File: src/frame_pkg.sv
package frame_pkg;

    // One byte written to the output FIFO.
    typedef logic [7:0] byte_t;

    // Number of bytes read from each enabled lane.
    typedef logic [11:0] len_t;

    // Running checksum over the data bytes.
    typedef logic [15:0] csum_t;

    // Frame header.
    localparam byte_t HDR_0 = 8'h55;
    localparam byte_t HDR_1 = 8'hAA;

    typedef enum logic [3:0] {
        ST_IDLE,
        ST_HDR0,
        ST_HDR1,
        ST_LINK0,
        ST_LINK,
        ST_DATA,
        ST_CSUM_HI,
        ST_CSUM_LO,
        ST_DONE
    } packer_state_t;

endpackage

File: src/ram_pkg.sv
package ram_pkg;

    // Number of RAM lanes read into one frame.
    localparam int NUM_LANES = 8;

    // Address of one lane RAM.
    typedef logic [11:0] addr_t;

    // One byte returned by a lane RAM.
    typedef logic [7:0] lane_byte_t;

    // Lane enable mask with bit i enabling lane i.
    typedef logic [NUM_LANES-1:0] lane_mask_t;

endpackage

File: src/byte_buffer.sv
module byte_buffer #(
    parameter int RAM_LATENCY = 2,
    parameter int BUF_DEPTH   = 8
) (
    input  logic                clk,
    input  logic                rst,
    input  logic                push,
    input  ram_pkg::lane_byte_t push_data,
    output logic                room,
    output logic                buf_valid,
    output frame_pkg::byte_t    buf_data,
    input  logic                pop
);

    localparam int PTR_W = $clog2(BUF_DEPTH);
    localparam int CNT_W = $clog2(BUF_DEPTH + 1);

    frame_pkg::byte_t  mem [BUF_DEPTH];
    logic [PTR_W-1:0]  wr_ptr;
    logic [PTR_W-1:0]  rd_ptr;
    logic [CNT_W-1:0]  count;
    logic              do_pop;

    assign do_pop    = pop && buf_valid;
    assign buf_valid = (count != '0);
    assign buf_data  = mem[rd_ptr];

    // Keep enough free slots for every read still in flight.
    assign room = (CNT_W'(BUF_DEPTH) - count) > CNT_W'(RAM_LATENCY);

    always_ff @(posedge clk or posedge rst) begin
        if (rst) begin
            wr_ptr <= '0;
            rd_ptr <= '0;
            count  <= '0;
        end else begin
            if (push) begin
                if (wr_ptr == PTR_W'(BUF_DEPTH - 1)) begin
                    wr_ptr <= '0;
                end else begin
                    wr_ptr <= wr_ptr + 1'b1;
                end
            end
            if (do_pop) begin
                if (rd_ptr == PTR_W'(BUF_DEPTH - 1)) begin
                    rd_ptr <= '0;
                end else begin
                    rd_ptr <= rd_ptr + 1'b1;
                end
            end
            if (push && !do_pop) begin
                count <= count + 1'b1;
            end else if (!push && do_pop) begin
                count <= count - 1'b1;
            end
        end
    end

    always_ff @(posedge clk) begin
        if (push) begin
            mem[wr_ptr] <= push_data;
        end
    end

endmodule

File: src/frame_packer.sv
module frame_packer (
    input  logic                clk,
    input  logic                rst,
    input  logic                fs,
    output logic                fd,
    input  ram_pkg::lane_mask_t link,
    output logic                read_req,
    input  logic                read_ack,
    input  logic                buf_valid,
    input  frame_pkg::byte_t    buf_data,
    output logic                pop,
    input  logic                fifo_full,
    output frame_pkg::byte_t    fifo_txd,
    output logic                fifo_txen
);

    frame_pkg::packer_state_t state;
    ram_pkg::lane_mask_t      link_q;
    frame_pkg::csum_t         csum;

    assign fd  = (state == frame_pkg::ST_DONE);
    assign pop = (state == frame_pkg::ST_DATA) && buf_valid && !fifo_full;

    // A byte goes out in every byte state unless the FIFO is full.
    always_comb begin
        fifo_txd  = '0;
        fifo_txen = 1'b0;
        case (state)
            frame_pkg::ST_HDR0: begin
                fifo_txd  = frame_pkg::HDR_0;
                fifo_txen = !fifo_full;
            end
            frame_pkg::ST_HDR1: begin
                fifo_txd  = frame_pkg::HDR_1;
                fifo_txen = !fifo_full;
            end
            frame_pkg::ST_LINK0: begin
                fifo_txen = !fifo_full;
            end
            frame_pkg::ST_LINK: begin
                fifo_txd  = link_q;
                fifo_txen = !fifo_full;
            end
            frame_pkg::ST_DATA: begin
                fifo_txd  = buf_data;
                fifo_txen = pop;
            end
            frame_pkg::ST_CSUM_HI: begin
                fifo_txd  = csum[15:8];
                fifo_txen = !fifo_full;
            end
            frame_pkg::ST_CSUM_LO: begin
                fifo_txd  = csum[7:0];
                fifo_txen = !fifo_full;
            end
            default: begin
                fifo_txd  = '0;
                fifo_txen = 1'b0;
            end
        endcase
    end

    always_ff @(posedge clk or posedge rst) begin
        if (rst) begin
            state    <= frame_pkg::ST_IDLE;
            read_req <= 1'b0;
        end else begin
            case (state)
                frame_pkg::ST_IDLE: begin
                    if (fs) state <= frame_pkg::ST_HDR0;
                end
                frame_pkg::ST_HDR0: begin
                    if (!fifo_full) state <= frame_pkg::ST_HDR1;
                end
                frame_pkg::ST_HDR1: begin
                    if (!fifo_full) state <= frame_pkg::ST_LINK0;
                end
                frame_pkg::ST_LINK0: begin
                    if (!fifo_full) state <= frame_pkg::ST_LINK;
                end
                frame_pkg::ST_LINK: begin
                    if (!fifo_full) begin
                        state    <= frame_pkg::ST_DATA;
                        read_req <= 1'b1;
                    end
                end
                frame_pkg::ST_DATA: begin
                    // Reader is finished and nothing is left to pop.
                    if (!fifo_full && read_ack && !buf_valid) begin
                        state    <= frame_pkg::ST_CSUM_HI;
                        read_req <= 1'b0;
                    end
                end
                frame_pkg::ST_CSUM_HI: begin
                    if (!fifo_full) state <= frame_pkg::ST_CSUM_LO;
                end
                frame_pkg::ST_CSUM_LO: begin
                    if (!fifo_full) state <= frame_pkg::ST_DONE;
                end
                frame_pkg::ST_DONE: begin
                    if (!fs) state <= frame_pkg::ST_IDLE;
                end
                default: state <= frame_pkg::ST_IDLE;
            endcase
        end
    end

    // Link mask and a cleared checksum are loaded on every idle cycle.
    always_ff @(posedge clk) begin
        if (state == frame_pkg::ST_IDLE) begin
            link_q <= link;
            csum   <= '0;
        end else if (pop) begin
            csum <= csum + frame_pkg::csum_t'(buf_data);
        end
    end

endmodule

File: src/lane_reader.sv
module lane_reader #(
    parameter int RAM_LATENCY = 2
) (
    input  logic                                         clk,
    input  logic                                         rst,
    input  logic                                         read_req,
    output logic                                         read_ack,
    input  ram_pkg::lane_mask_t                          link,
    input  frame_pkg::len_t                              data_len,
    input  ram_pkg::addr_t                               ram_rxa_init,
    output ram_pkg::addr_t     [ram_pkg::NUM_LANES-1:0]  ram_rxa,
    input  ram_pkg::lane_byte_t [ram_pkg::NUM_LANES-1:0] ram_rxd,
    input  logic                                         room,
    output logic                                         push,
    output ram_pkg::lane_byte_t                          push_data
);

    localparam int LANE_W = $clog2(ram_pkg::NUM_LANES);

    logic                busy;
    logic                active;
    logic [LANE_W-1:0]   lane_idx;
    frame_pkg::len_t     cnt;
    frame_pkg::len_t     len_q;
    ram_pkg::lane_mask_t link_q;
    ram_pkg::addr_t      addr_q;
    ram_pkg::addr_t      init_q;
    logic                start;
    logic                lane_busy;
    logic                issue;

    // Valid bit and lane index of every read still in flight.
    logic [RAM_LATENCY-1:0] pipe_v;
    logic [LANE_W-1:0]      pipe_lane [RAM_LATENCY];

    assign start     = read_req && !busy && !read_ack;
    assign lane_busy = link_q[lane_idx] && (cnt != len_q);
    assign issue     = active && lane_busy && room;

    // Only the lane being read moves its address.
    always_comb begin
        for (int i = 0; i < ram_pkg::NUM_LANES; i++) begin
            if (active && lane_idx == LANE_W'(i)) begin
                ram_rxa[ram_pkg::NUM_LANES-1-i] = addr_q;
            end else begin
                ram_rxa[ram_pkg::NUM_LANES-1-i] = init_q;
            end
        end
    end

    assign push      = pipe_v[RAM_LATENCY-1];
    assign push_data = ram_rxd[ram_pkg::NUM_LANES-1-pipe_lane[RAM_LATENCY-1]];

    always_ff @(posedge clk or posedge rst) begin
        if (rst) begin
            busy     <= 1'b0;
            active   <= 1'b0;
            read_ack <= 1'b0;
            lane_idx <= '0;
            cnt      <= '0;
            len_q    <= '0;
            link_q   <= '0;
            addr_q   <= '0;
            init_q   <= '0;
            pipe_v   <= '0;
        end else begin
            if (start) begin
                busy     <= 1'b1;
                active   <= 1'b1;
                lane_idx <= '0;
                cnt      <= '0;
                len_q    <= data_len;
                link_q   <= link;
                addr_q   <= ram_rxa_init;
                init_q   <= ram_rxa_init;
            end else if (active) begin
                if (lane_busy) begin
                    if (room) begin
                        addr_q <= addr_q + 1'b1;
                        cnt    <= cnt + 1'b1;
                    end
                end else if (lane_idx == LANE_W'(ram_pkg::NUM_LANES - 1)) begin
                    active <= 1'b0;
                end else begin
                    lane_idx <= lane_idx + 1'b1;
                    cnt      <= '0;
                    addr_q   <= init_q;
                end
            end

            // Acknowledge once every issued byte has been pushed.
            if (busy && !active && pipe_v == '0) begin
                busy     <= 1'b0;
                read_ack <= 1'b1;
            end else if (read_ack && !read_req) begin
                read_ack <= 1'b0;
            end

            pipe_v[0] <= issue;
            for (int k = 1; k < RAM_LATENCY; k++) begin
                pipe_v[k] <= pipe_v[k-1];
            end
        end
    end

    always_ff @(posedge clk) begin
        pipe_lane[0] <= lane_idx;
        for (int k = 1; k < RAM_LATENCY; k++) begin
            pipe_lane[k] <= pipe_lane[k-1];
        end
    end

endmodule

File: src/ram2fifo_top.sv
module ram2fifo_top #(
    parameter int RAM_LATENCY = 2,
    parameter int BUF_DEPTH   = 8
) (
    input  logic                                         clk,
    input  logic                                         rst,
    input  logic                                         fs,
    output logic                                         fd,
    input  ram_pkg::addr_t                               ram_rxa_init,
    input  frame_pkg::len_t                              data_len,
    input  ram_pkg::lane_mask_t                          link,
    input  ram_pkg::lane_byte_t [ram_pkg::NUM_LANES-1:0] ram_rxd,
    output ram_pkg::addr_t     [ram_pkg::NUM_LANES-1:0]  ram_rxa,
    input  logic                                         fifo_full,
    output frame_pkg::byte_t                             fifo_txd,
    output logic                                         fifo_txen
);

    logic                read_req;
    logic                read_ack;
    logic                room;
    logic                push;
    ram_pkg::lane_byte_t push_data;
    logic                buf_valid;
    frame_pkg::byte_t    buf_data;
    logic                pop;

    lane_reader #(
        .RAM_LATENCY (RAM_LATENCY)
    ) u_reader (
        .clk          (clk),
        .rst          (rst),
        .read_req     (read_req),
        .read_ack     (read_ack),
        .link         (link),
        .data_len     (data_len),
        .ram_rxa_init (ram_rxa_init),
        .ram_rxa      (ram_rxa),
        .ram_rxd      (ram_rxd),
        .room         (room),
        .push         (push),
        .push_data    (push_data)
    );

    byte_buffer #(
        .RAM_LATENCY (RAM_LATENCY),
        .BUF_DEPTH   (BUF_DEPTH)
    ) u_buffer (
        .clk       (clk),
        .rst       (rst),
        .push      (push),
        .push_data (push_data),
        .room      (room),
        .buf_valid (buf_valid),
        .buf_data  (buf_data),
        .pop       (pop)
    );

    frame_packer u_packer (
        .clk       (clk),
        .rst       (rst),
        .fs        (fs),
        .fd        (fd),
        .link      (link),
        .read_req  (read_req),
        .read_ack  (read_ack),
        .buf_valid (buf_valid),
        .buf_data  (buf_data),
        .pop       (pop),
        .fifo_full (fifo_full),
        .fifo_txd  (fifo_txd),
        .fifo_txen (fifo_txen)
    );

endmodule

File: config.mk
export PLATFORM = sky130hd
export DESIGN_NAME = ram2fifo_top
export DESIGN_NICKNAME = d
export VERILOG_FILES = /design/src/frame_pkg.sv /design/src/ram_pkg.sv /design/src/byte_buffer.sv /design/src/frame_packer.sv /design/src/lane_reader.sv /design/src/ram2fifo_top.sv
export SDC_FILE = /design/constraint.sdc
export NUM_CORES = 1
export LEC_CHECK = 0
export ABC_AREA = 1
export CAP_MARGIN = 20
export CORE_MARGIN = 2
export CORE_UTILIZATION = 60
export DETAILED_ROUTE_END_ITERATION = 6
export DONT_BUFFER_PORTS = 1
export HOLD_SLACK_MARGIN = 0.06
export PLACE_DENSITY_LB_ADDON = 0.05
export SYNTH_ARGS = -nofsm -noshare
export SYNTH_HDL_FRONTEND = slang
export SYNTH_SLANG_ARGS = --single-unit
File: constraint.sdc
create_clock -name clk -period 3.2 [get_ports clk]
set_clock_uncertainty 0.15 [all_clocks]
set_input_delay 0.16 -clock clk [delete_from_list [all_inputs] [get_ports clk]]
set_output_delay 0.16 -clock clk [all_outputs]
set_load 0.005 [all_outputs]
==> flow_metrics.env, run 1 <==
export IMPL_port_buffers=0
export IMPL_die_h_um=134
export IMPL_ff2ff_setup_slack_ns=0.27
export IMPL_path_clk_slew_ns=0.07
export IMPL_core_area_sq_um=16500
export IMPL_status="finished, final reports clean"
export IMPL_drt_vias_per_instance=5.82
export IMPL_antenna_found_initial=0
export IMPL_rows=47
export IMPL_yosys_area_top_type="edfxtp_1"
export IMPL_cp_top_family="compound AO/OA/AOI/OAI gates"
export IMPL_syn_num_nets=1451
export IMPL_synth_area_leaders="edfxtp_1 21%, dfrtp_1 20%, nand2_1 14%"
export IMPL_synthArstFlopShare_pct=45.7
export IMPL_ys_flop_type="dfrtp_1"
export IMPL_crit_arrival_ns=3.16
export IMPL_setup_viol=0
export IMPL_synth_cell_types=46
export IMPL_worst_path_most_repeated_cell="nand3_1"
export IMPL_cts_inserted_buffers=17
export IMPL_critPathLaunchType="flip-flop"
export IMPL_post_cts_setup_buffers=0
export IMPL_dr_pass1_iters=5
export IMPL_final_antenna_net_count=0
export IMPL_hpwl_um=19200
export IMPL_drc=0
export IMPL_route_vias_total=9088
export IMPL_cp_startpoint="u_buffer.rd_ptr[0]"
export IMPL_power_per_cell_area_nw_per_um2=1090
export IMPL_yosysSeqAreaShare_pct=45.4
export IMPL_drtIter0Drc=780
export IMPL_max_slew_margin_pct=37.8
export IMPL_critPathSlowestCell="dfrtp_1"
export IMPL_numClockSinks=173
export IMPL_cts_tree="built"
export IMPL_synth_warnings=0
export IMPL_pre_cts_slack_ns=0.342
export IMPL_insertion_delay_ns=0.44
export IMPL_hold_ws_ns=0.0575
export IMPL_comb_power_share_pct=51.0
export IMPL_holdCritPathClass="primary input to asynchronous set/reset pin"
export IMPL_rsz0062_at_grt="false"
export IMPL_synth_seq_cells=173
export IMPL_grt_usage_pct=30.5
export IMPL_cp_end_kind="flip-flop"
export IMPL_ios=206
export IMPL_setup_tns_ns=0
export IMPL_clockBufferDepth=2
export IMPL_gp_congestion=0.912
export IMPL_wire_per_inst_um=17.5
export IMPL_p_seq_share_pct=32.6
export IMPL_synth_area_sq_um=10100
export IMPL_swShare_pct=48.5
export IMPL_worstMarginPinSlew_ns=0.930
export IMPL_crit_type="flip-flop to flip-flop"
export IMPL_dpl_instance_area_sq_um=10200
export IMPL_synth_top_area_share_pct=21.4
export IMPL_drive_gt1_share_pct=5.59
export IMPL_reg2reg_from="u_buffer.rd_ptr[0]"
export IMPL_cts_max_level=4
export IMPL_worstRegToRegCells=14
export IMPL_setup_slack_ns=0.266
export IMPL_power_switching_mw=5.89
export IMPL_min_period_over_period_pct=91.7
export IMPL_cap_violations=0
export IMPL_synthCells=1324
export IMPL_ir_drop_mv=0.644
export IMPL_critPathMaxFanout=16
export IMPL_area_delta_synth_final_pct=10.3
export IMPL_power_static_leakage_nw=4.78
export IMPL_antenna_cells=0
export IMPL_timing_rr_end="u_packer.csum[10]"
export IMPL_fmax_mhz=341
export IMPL_grt_pass1_vias=8307
export IMPL_cell_internal_pwr_mw=6.27
export IMPL_path_cells="inv_1 > buf_4 > o21ai_0 > o221ai_1 > o21a_1 > ha_1 > nand3_1 > nand3_1 > a21oi_1 > o21ai_1 > nand3_1 > nand2_1 > nand2_1 > nor2_1"
export IMPL_synth_area_per_cell_sq_um=7.61
export IMPL_cpPeakStageDelay_ns=0.44
export IMPL_wl_um=27300
export IMPL_p_clk_share_pct=16.4
export IMPL_worstPathRequired_ns=3.42
export IMPL_worst_path_buf_inv=2
export IMPL_grt_pass1_wl_um=42800
export IMPL_hold_viol_final=0
export IMPL_slew_violations=0
export IMPL_postLayoutCellArea_sq_um=11100
export IMPL_grt_overflow=0
export IMPL_dieArea_sq_um=17900
export IMPL_ctsRootBufferMaster="clkbuf_16"
export IMPL_grt_start_max_net_pins=56
export IMPL_fin_nets=1456
export IMPL_fillers=1383
export IMPL_synth_edf_count=72
export IMPL_initial_core_util_pct=61.0
export IMPL_timing_final_crit_period_ns=2.93
export IMPL_die_w_um=134
-- cells by family after synthesis --
group,count (synthesis),synth area share (%)
compound gates,306,16.6
simple gates,617,25.3
fa+ha+maj,27,3.50
buf+inv,175,6.94
xor+xnor,26,2.26
flops,173,45.4
-- cells in the mapped netlist, types with 3 or more instances --
library cell,count
xor2_1,16
nor2_1,144
ha_1,25
dfxtp_1,22
buf_1,14
o221ai_1,7
nor4_1,3
o21ai_0,211
nor2_2,3
o21a_1,8
o211ai_1,11
buf_4,3
nand4_1,12
inv_1,98
a211oi_1,3
a221oi_1,6
clkinv_1,3
buf_2,7
clkbuf_1,40
inv_2,7
a31oi_1,8
xnor2_1,10
o21ai_1,13
edfxtp_1,72
buf_6,3
o22ai_1,18
nand2_1,375
nand3_1,54
or2_2,4
nand3_2,3
nor3_1,9
a21oi_1,18
dfrtp_1,79
-- per-stage QoR --
stage	utilization [%]	total power, mW	std cells
2_1_floorplan	-	8.49	1324
3_3_place_gp	61.8	9.93	1495
3_5_place_dp	61.8	10.0	1495
4_1_cts	67.3	12.1	1562
5_1_grt	67.3	13.1	1562
6_report	67.3	12.2	1562
-- layout by cell type (no fill, tap or decap), types with 2 or more instances in the layout --
cell type and n:
a211oi_1 3, o21a_1 8, nand3_1 54, edfxtp_1 72, or2_2 4, a31oi_1 8
a221oi_1 6, a21oi_1 18, inv_1 97, nand4_1 12, o211ai_1 11, clkinv_2 2
dlygate4sd3_1 35, fa_1 2, clkbuf_16 18, clkinv_1 4, clkinvlp_4 2, o21ai_1 13
o22ai_1 18, xnor2_1 10, dfxtp_1 22, nor2_2 3, nor4_1 3, inv_2 7
ha_1 25, xor2_1 16, nor2_1 144, inv_6 6, o221ai_1 7, nand2_4 2
nand3_2 3, nor3_1 8, o21ai_0 211, dfrtp_1 79, buf_4 18, nand2_1 375
-- power groups by stage --
stage | combinational (mW) | sequential, mW | clock (mW)
floorplan | 4.90 | 3.59 | 0
global placement | 5.97 | 3.96 | 0
detailed placement | 6.05 | 3.96 | 0
CTS | 6.11 | 3.93 | 2.02
global route | 7.00 | 4.03 | 2.11
finish | 6.20 | 3.96 | 1.99
-- sequential cells by signal, indices dropped and copies added (netlist names) --
register	count
u_reader.pipe_v	2
u_packer.csum	16
u_buffer.mem	64
u_reader.link_q	8
u_buffer.count	4
u_reader.busy	1
u_reader.cnt	12
u_packer.state	4
u_reader.pipe_lane	6
u_reader.read_ack	1
u_reader.lane_idx	3
u_packer.read_req	1
u_reader.init_q	12
u_buffer.wr_ptr	3
u_buffer.rd_ptr	3
u_reader.addr_q	12
u_reader.len_q	12
u_reader.active	1
u_packer.link_q	8
-- area by class of cell --
type	instances	area, sq um	share of cell area [%]
Inverter	108	407	3.66
Multi-Input combinational cell	976	4810	43.2
Clock inverter	12	96.3	0.866
Tap cell	220	275	2.48
Sequential cell	173	4580	41.2
Timing Repair Buffer	53	485	4.37
Clock buffer	20	468	4.21
-- worst max path at each step --
stage	slack, ns	to	cells past startpoint
final	0.27	u_packer.csum[10]	14
after CTS	0.29	u_packer.csum[10]	14
after detailed placement	0.34	u_packer.csum[14]	14
after global routing	0.04	u_packer.csum[10]	14
after global placement	0.46	u_packer.csum[12]	14
after floorplan	0.49	u_packer.csum[14]	15
-- routing by layer --
layer / up-vias / global-route usage, % / share of wire [%]
met5: - / 0 / 0
met4: 0 / 11.5 / 2.9
met3: 71 / 6.70 / 7.6
met2: 409 / 47.1 / 47
met1: 4191 / 42.5 / 43
li1: 4417 / - / -
-- worst reg2reg max path, delay by kind of cell (launching register included) --
family | cells | cell delay [ns]
AO/OA/AOI/OAI | 5 | 0.96
flip-flops | 1 | 0.44
buffers and inverters | 2 | 0.35
AND/OR/NAND/NOR | 6 | 0.62
adder cells (fa/ha/maj) | 1 | 0.37
-- timing repair --
| item | CTS | global route |
|---|---|---|
| endpoints found under the hold margin | 140 | 0 |
| hold buffers | 35 | 0 |
| resized for setup | 0 | 0 |
(Power assumes the default switching activity.)
==> inputs of run 2 (changes only) <==
==> constraint.sdc (replaced) <==
create_clock -name clk -period 3.2 [get_ports clk]
set_clock_uncertainty 0.15 [all_clocks]
set_input_delay 0.32 -clock clk [delete_from_list [all_inputs] [get_ports clk]]
set_output_delay 0.32 -clock clk [all_outputs]
set_load 0.005 [all_outputs]
==> flow_metrics.env, run 2 (synthesis gave the netlist of run 1 again) <==
export IMPL_reg2reg_from="u_buffer.rd_ptr[0]"
export IMPL_regMostFlops="u_buffer.mem"
export IMPL_total_power_mw=12.3
export IMPL_path_clk_slew_ns=0.07
export IMPL_antenna_found_initial=0
export IMPL_cts_inserted_buffers=17
export IMPL_numClockSinks=173
export IMPL_dpl_instance_area_sq_um=10200
export IMPL_holdCritPathClass="primary input to asynchronous set/reset pin"
export IMPL_core_area_sq_um=16500
export IMPL_grtUsageMet1_pct=42.4
export IMPL_hpwl_um=19200
export IMPL_worstPathRequired_ns=2.73
export IMPL_critPathLaunchType="flip-flop"
export IMPL_cts_tree="built"
export IMPL_ff2ff_setup_slack_ns=0.28
export IMPL_top_regs="u_buffer.mem x64, u_packer.csum x16"
export IMPL_fmax_mhz=337
export IMPL_die_h_um=134
export IMPL_clockBufferDepth=2
export IMPL_final_cell_mix="375 x nand2_1, 211 x o21ai_0, 144 x nor2_1"
export IMPL_p_clk_share_pct=16.9
export IMPL_setup_tns_ns=0
export IMPL_path_cells="inv_1 > ha_1 > nand3_1 > o21ai_0"
export IMPL_slew_violations=0
export IMPL_busiest_layer="met2"
export IMPL_grt_pass1_vias=7907
export IMPL_timing_final_crit_period_ns=2.97
export IMPL_postLayoutCellArea_sq_um=11200
export IMPL_drt_vias_per_instance=5.77
export IMPL_wl_um=26900
export IMPL_hold_ws_ns=0.156
export IMPL_dr_pass1_iters=6
export IMPL_mostFrequentLayoutCell="nand2_1"
export IMPL_drive_gt1_share_pct=5.88
export IMPL_cap_violations=0
export IMPL_die_w_um=134
export IMPL_drtIter0Drc=743
export IMPL_drc=0
export IMPL_final_util_pct=67.6
export IMPL_worst_path_buf_inv=1
export IMPL_worstMarginPinSlew_ns=0.945
export IMPL_comb_power_share_pct=50.9
export IMPL_stdcell_count=1563
export IMPL_p_seq_share_pct=32.1
export IMPL_grt_pass1_wl_um=41700
export IMPL_status="finished, final reports clean"
export IMPL_antenna_cells=0
export IMPL_dp_cells=1496
export IMPL_grt_overflow=0
export IMPL_fin_nets=1457
export IMPL_final_antenna_net_count=0
export IMPL_route_vias_total=9021
export IMPL_cp_top_family="compound AO/OA/AOI/OAI gates"
export IMPL_power_switching_mw=5.96
export IMPL_insertion_delay_ns=0.43
export IMPL_cpPeakStageDelay_ns=0.63
export IMPL_grtUsageMet3_pct=4.98
export IMPL_swShare_pct=48.5
export IMPL_grt_start_max_net_pins=64
export IMPL_initial_core_util_pct=61.0
export IMPL_cp_end_kind="primary output"
export IMPL_fillers=1414
export IMPL_dieArea_sq_um=17900
export IMPL_post_cts_setup_buffers=0
export IMPL_wire_per_inst_um=17.2
export IMPL_min_period_over_period_pct=92.8
export IMPL_ios=206
export IMPL_setup_viol=0
export IMPL_largest_reg_flops=64
export IMPL_cts_max_level=4
export IMPL_grt_usage_pct=29.7
export IMPL_critPathSlowestCell="o21ai_0"
export IMPL_hold_viol_final=0
export IMPL_cell_internal_pwr_mw=6.33
export IMPL_rows=47
export IMPL_worstRegToRegCells=13
export IMPL_port_buffers=0
export IMPL_crit_type="flip-flop to primary output"
export IMPL_pre_cts_slack_ns=0.327
export IMPL_max_slew_margin_pct=36.8
export IMPL_power_per_cell_area_nw_per_um2=1100
export IMPL_ctsRootBufferMaster="clkbuf_16"
export IMPL_rsz0062_at_grt="false"
export IMPL_gp_congestion=0.928
export IMPL_setup_slack_ns=0.230
export IMPL_crit_arrival_ns=2.50
export IMPL_grt_use_met2_pct=47.3
export IMPL_ir_drop_mv=0.539
export IMPL_power_static_leakage_nw=4.81
export IMPL_critPathMaxFanout=24
export IMPL_timing_rr_end="u_packer.csum[13]"
export IMPL_area_delta_synth_final_pct=10.8
run 2: worst max path at each step:
stage	startpoint	endpoint	slack (ns)	cells after the start
finish	u_reader.lane_idx[1]	ram_rxa[34]	0.23	4
global route	u_buffer.rd_ptr[0]	u_packer.csum[10]	0.06	14
CTS	u_reader.lane_idx[1]	ram_rxa[34]	0.24	4
detailed placement	u_buffer.rd_ptr[0]	u_packer.csum[12]	0.33	14
global placement	u_buffer.rd_ptr[0]	u_packer.csum[12]	0.45	14
floorplan	u_buffer.rd_ptr[0]	u_packer.csum[14]	0.49	15
run 2: layer usage:
layer  up-vias  part of all wire [%]
li1       4420                     -
met4         0                   2.2
met1      4165                    44
met2       380                    47
met3        56                   6.6
met5         -                     0
run 2: power groups by stage:
stage | clock, mW | sequential, mW | combinational, mW
4_1_cts | 2.11 | 3.92 | 6.17
2_1_floorplan | 0 | 3.59 | 4.90
5_1_grt | 2.20 | 4.03 | 7.00
6_report | 2.08 | 3.95 | 6.26
3_5_place_dp | 0 | 3.96 | 6.10
3_3_place_gp | 0 | 3.95 | 5.99
run 2: repair_timing:
action                                 in CTS  in global routing
resized for setup                           0                  1
endpoints found under the hold margin     130                  0
hold buffers                               35                  0
setup endpoints to repair                   0                  1
run 2: final cells by class:
cell class                 instances  area, sq um  share of cell area [%]
clock inverter                    15          170                    1.52
tap                              220          275                    2.46
clock buffer                      17          425                    3.81
sequential                       173         4580                    41.0
inverter                         108          407                    3.64
multi-input combinational        976         4810                    43.1
timing repair buffer              54          505                    4.52
run 2: worst reg2reg max path, stage by stage, from the launching register on:
cell     delay [ns]
dfrtp_1        0.43
inv_1          0.13
buf_4          0.21
o21ai_0        0.26
o22ai_1        0.13
o21a_1         0.25
ha_1           0.38
nand2_1        0.11
nor2_1         0.15
nand3_1        0.09
nand3_1        0.15
nand3_1        0.12
o21ai_0        0.17
a21oi_1        0.06
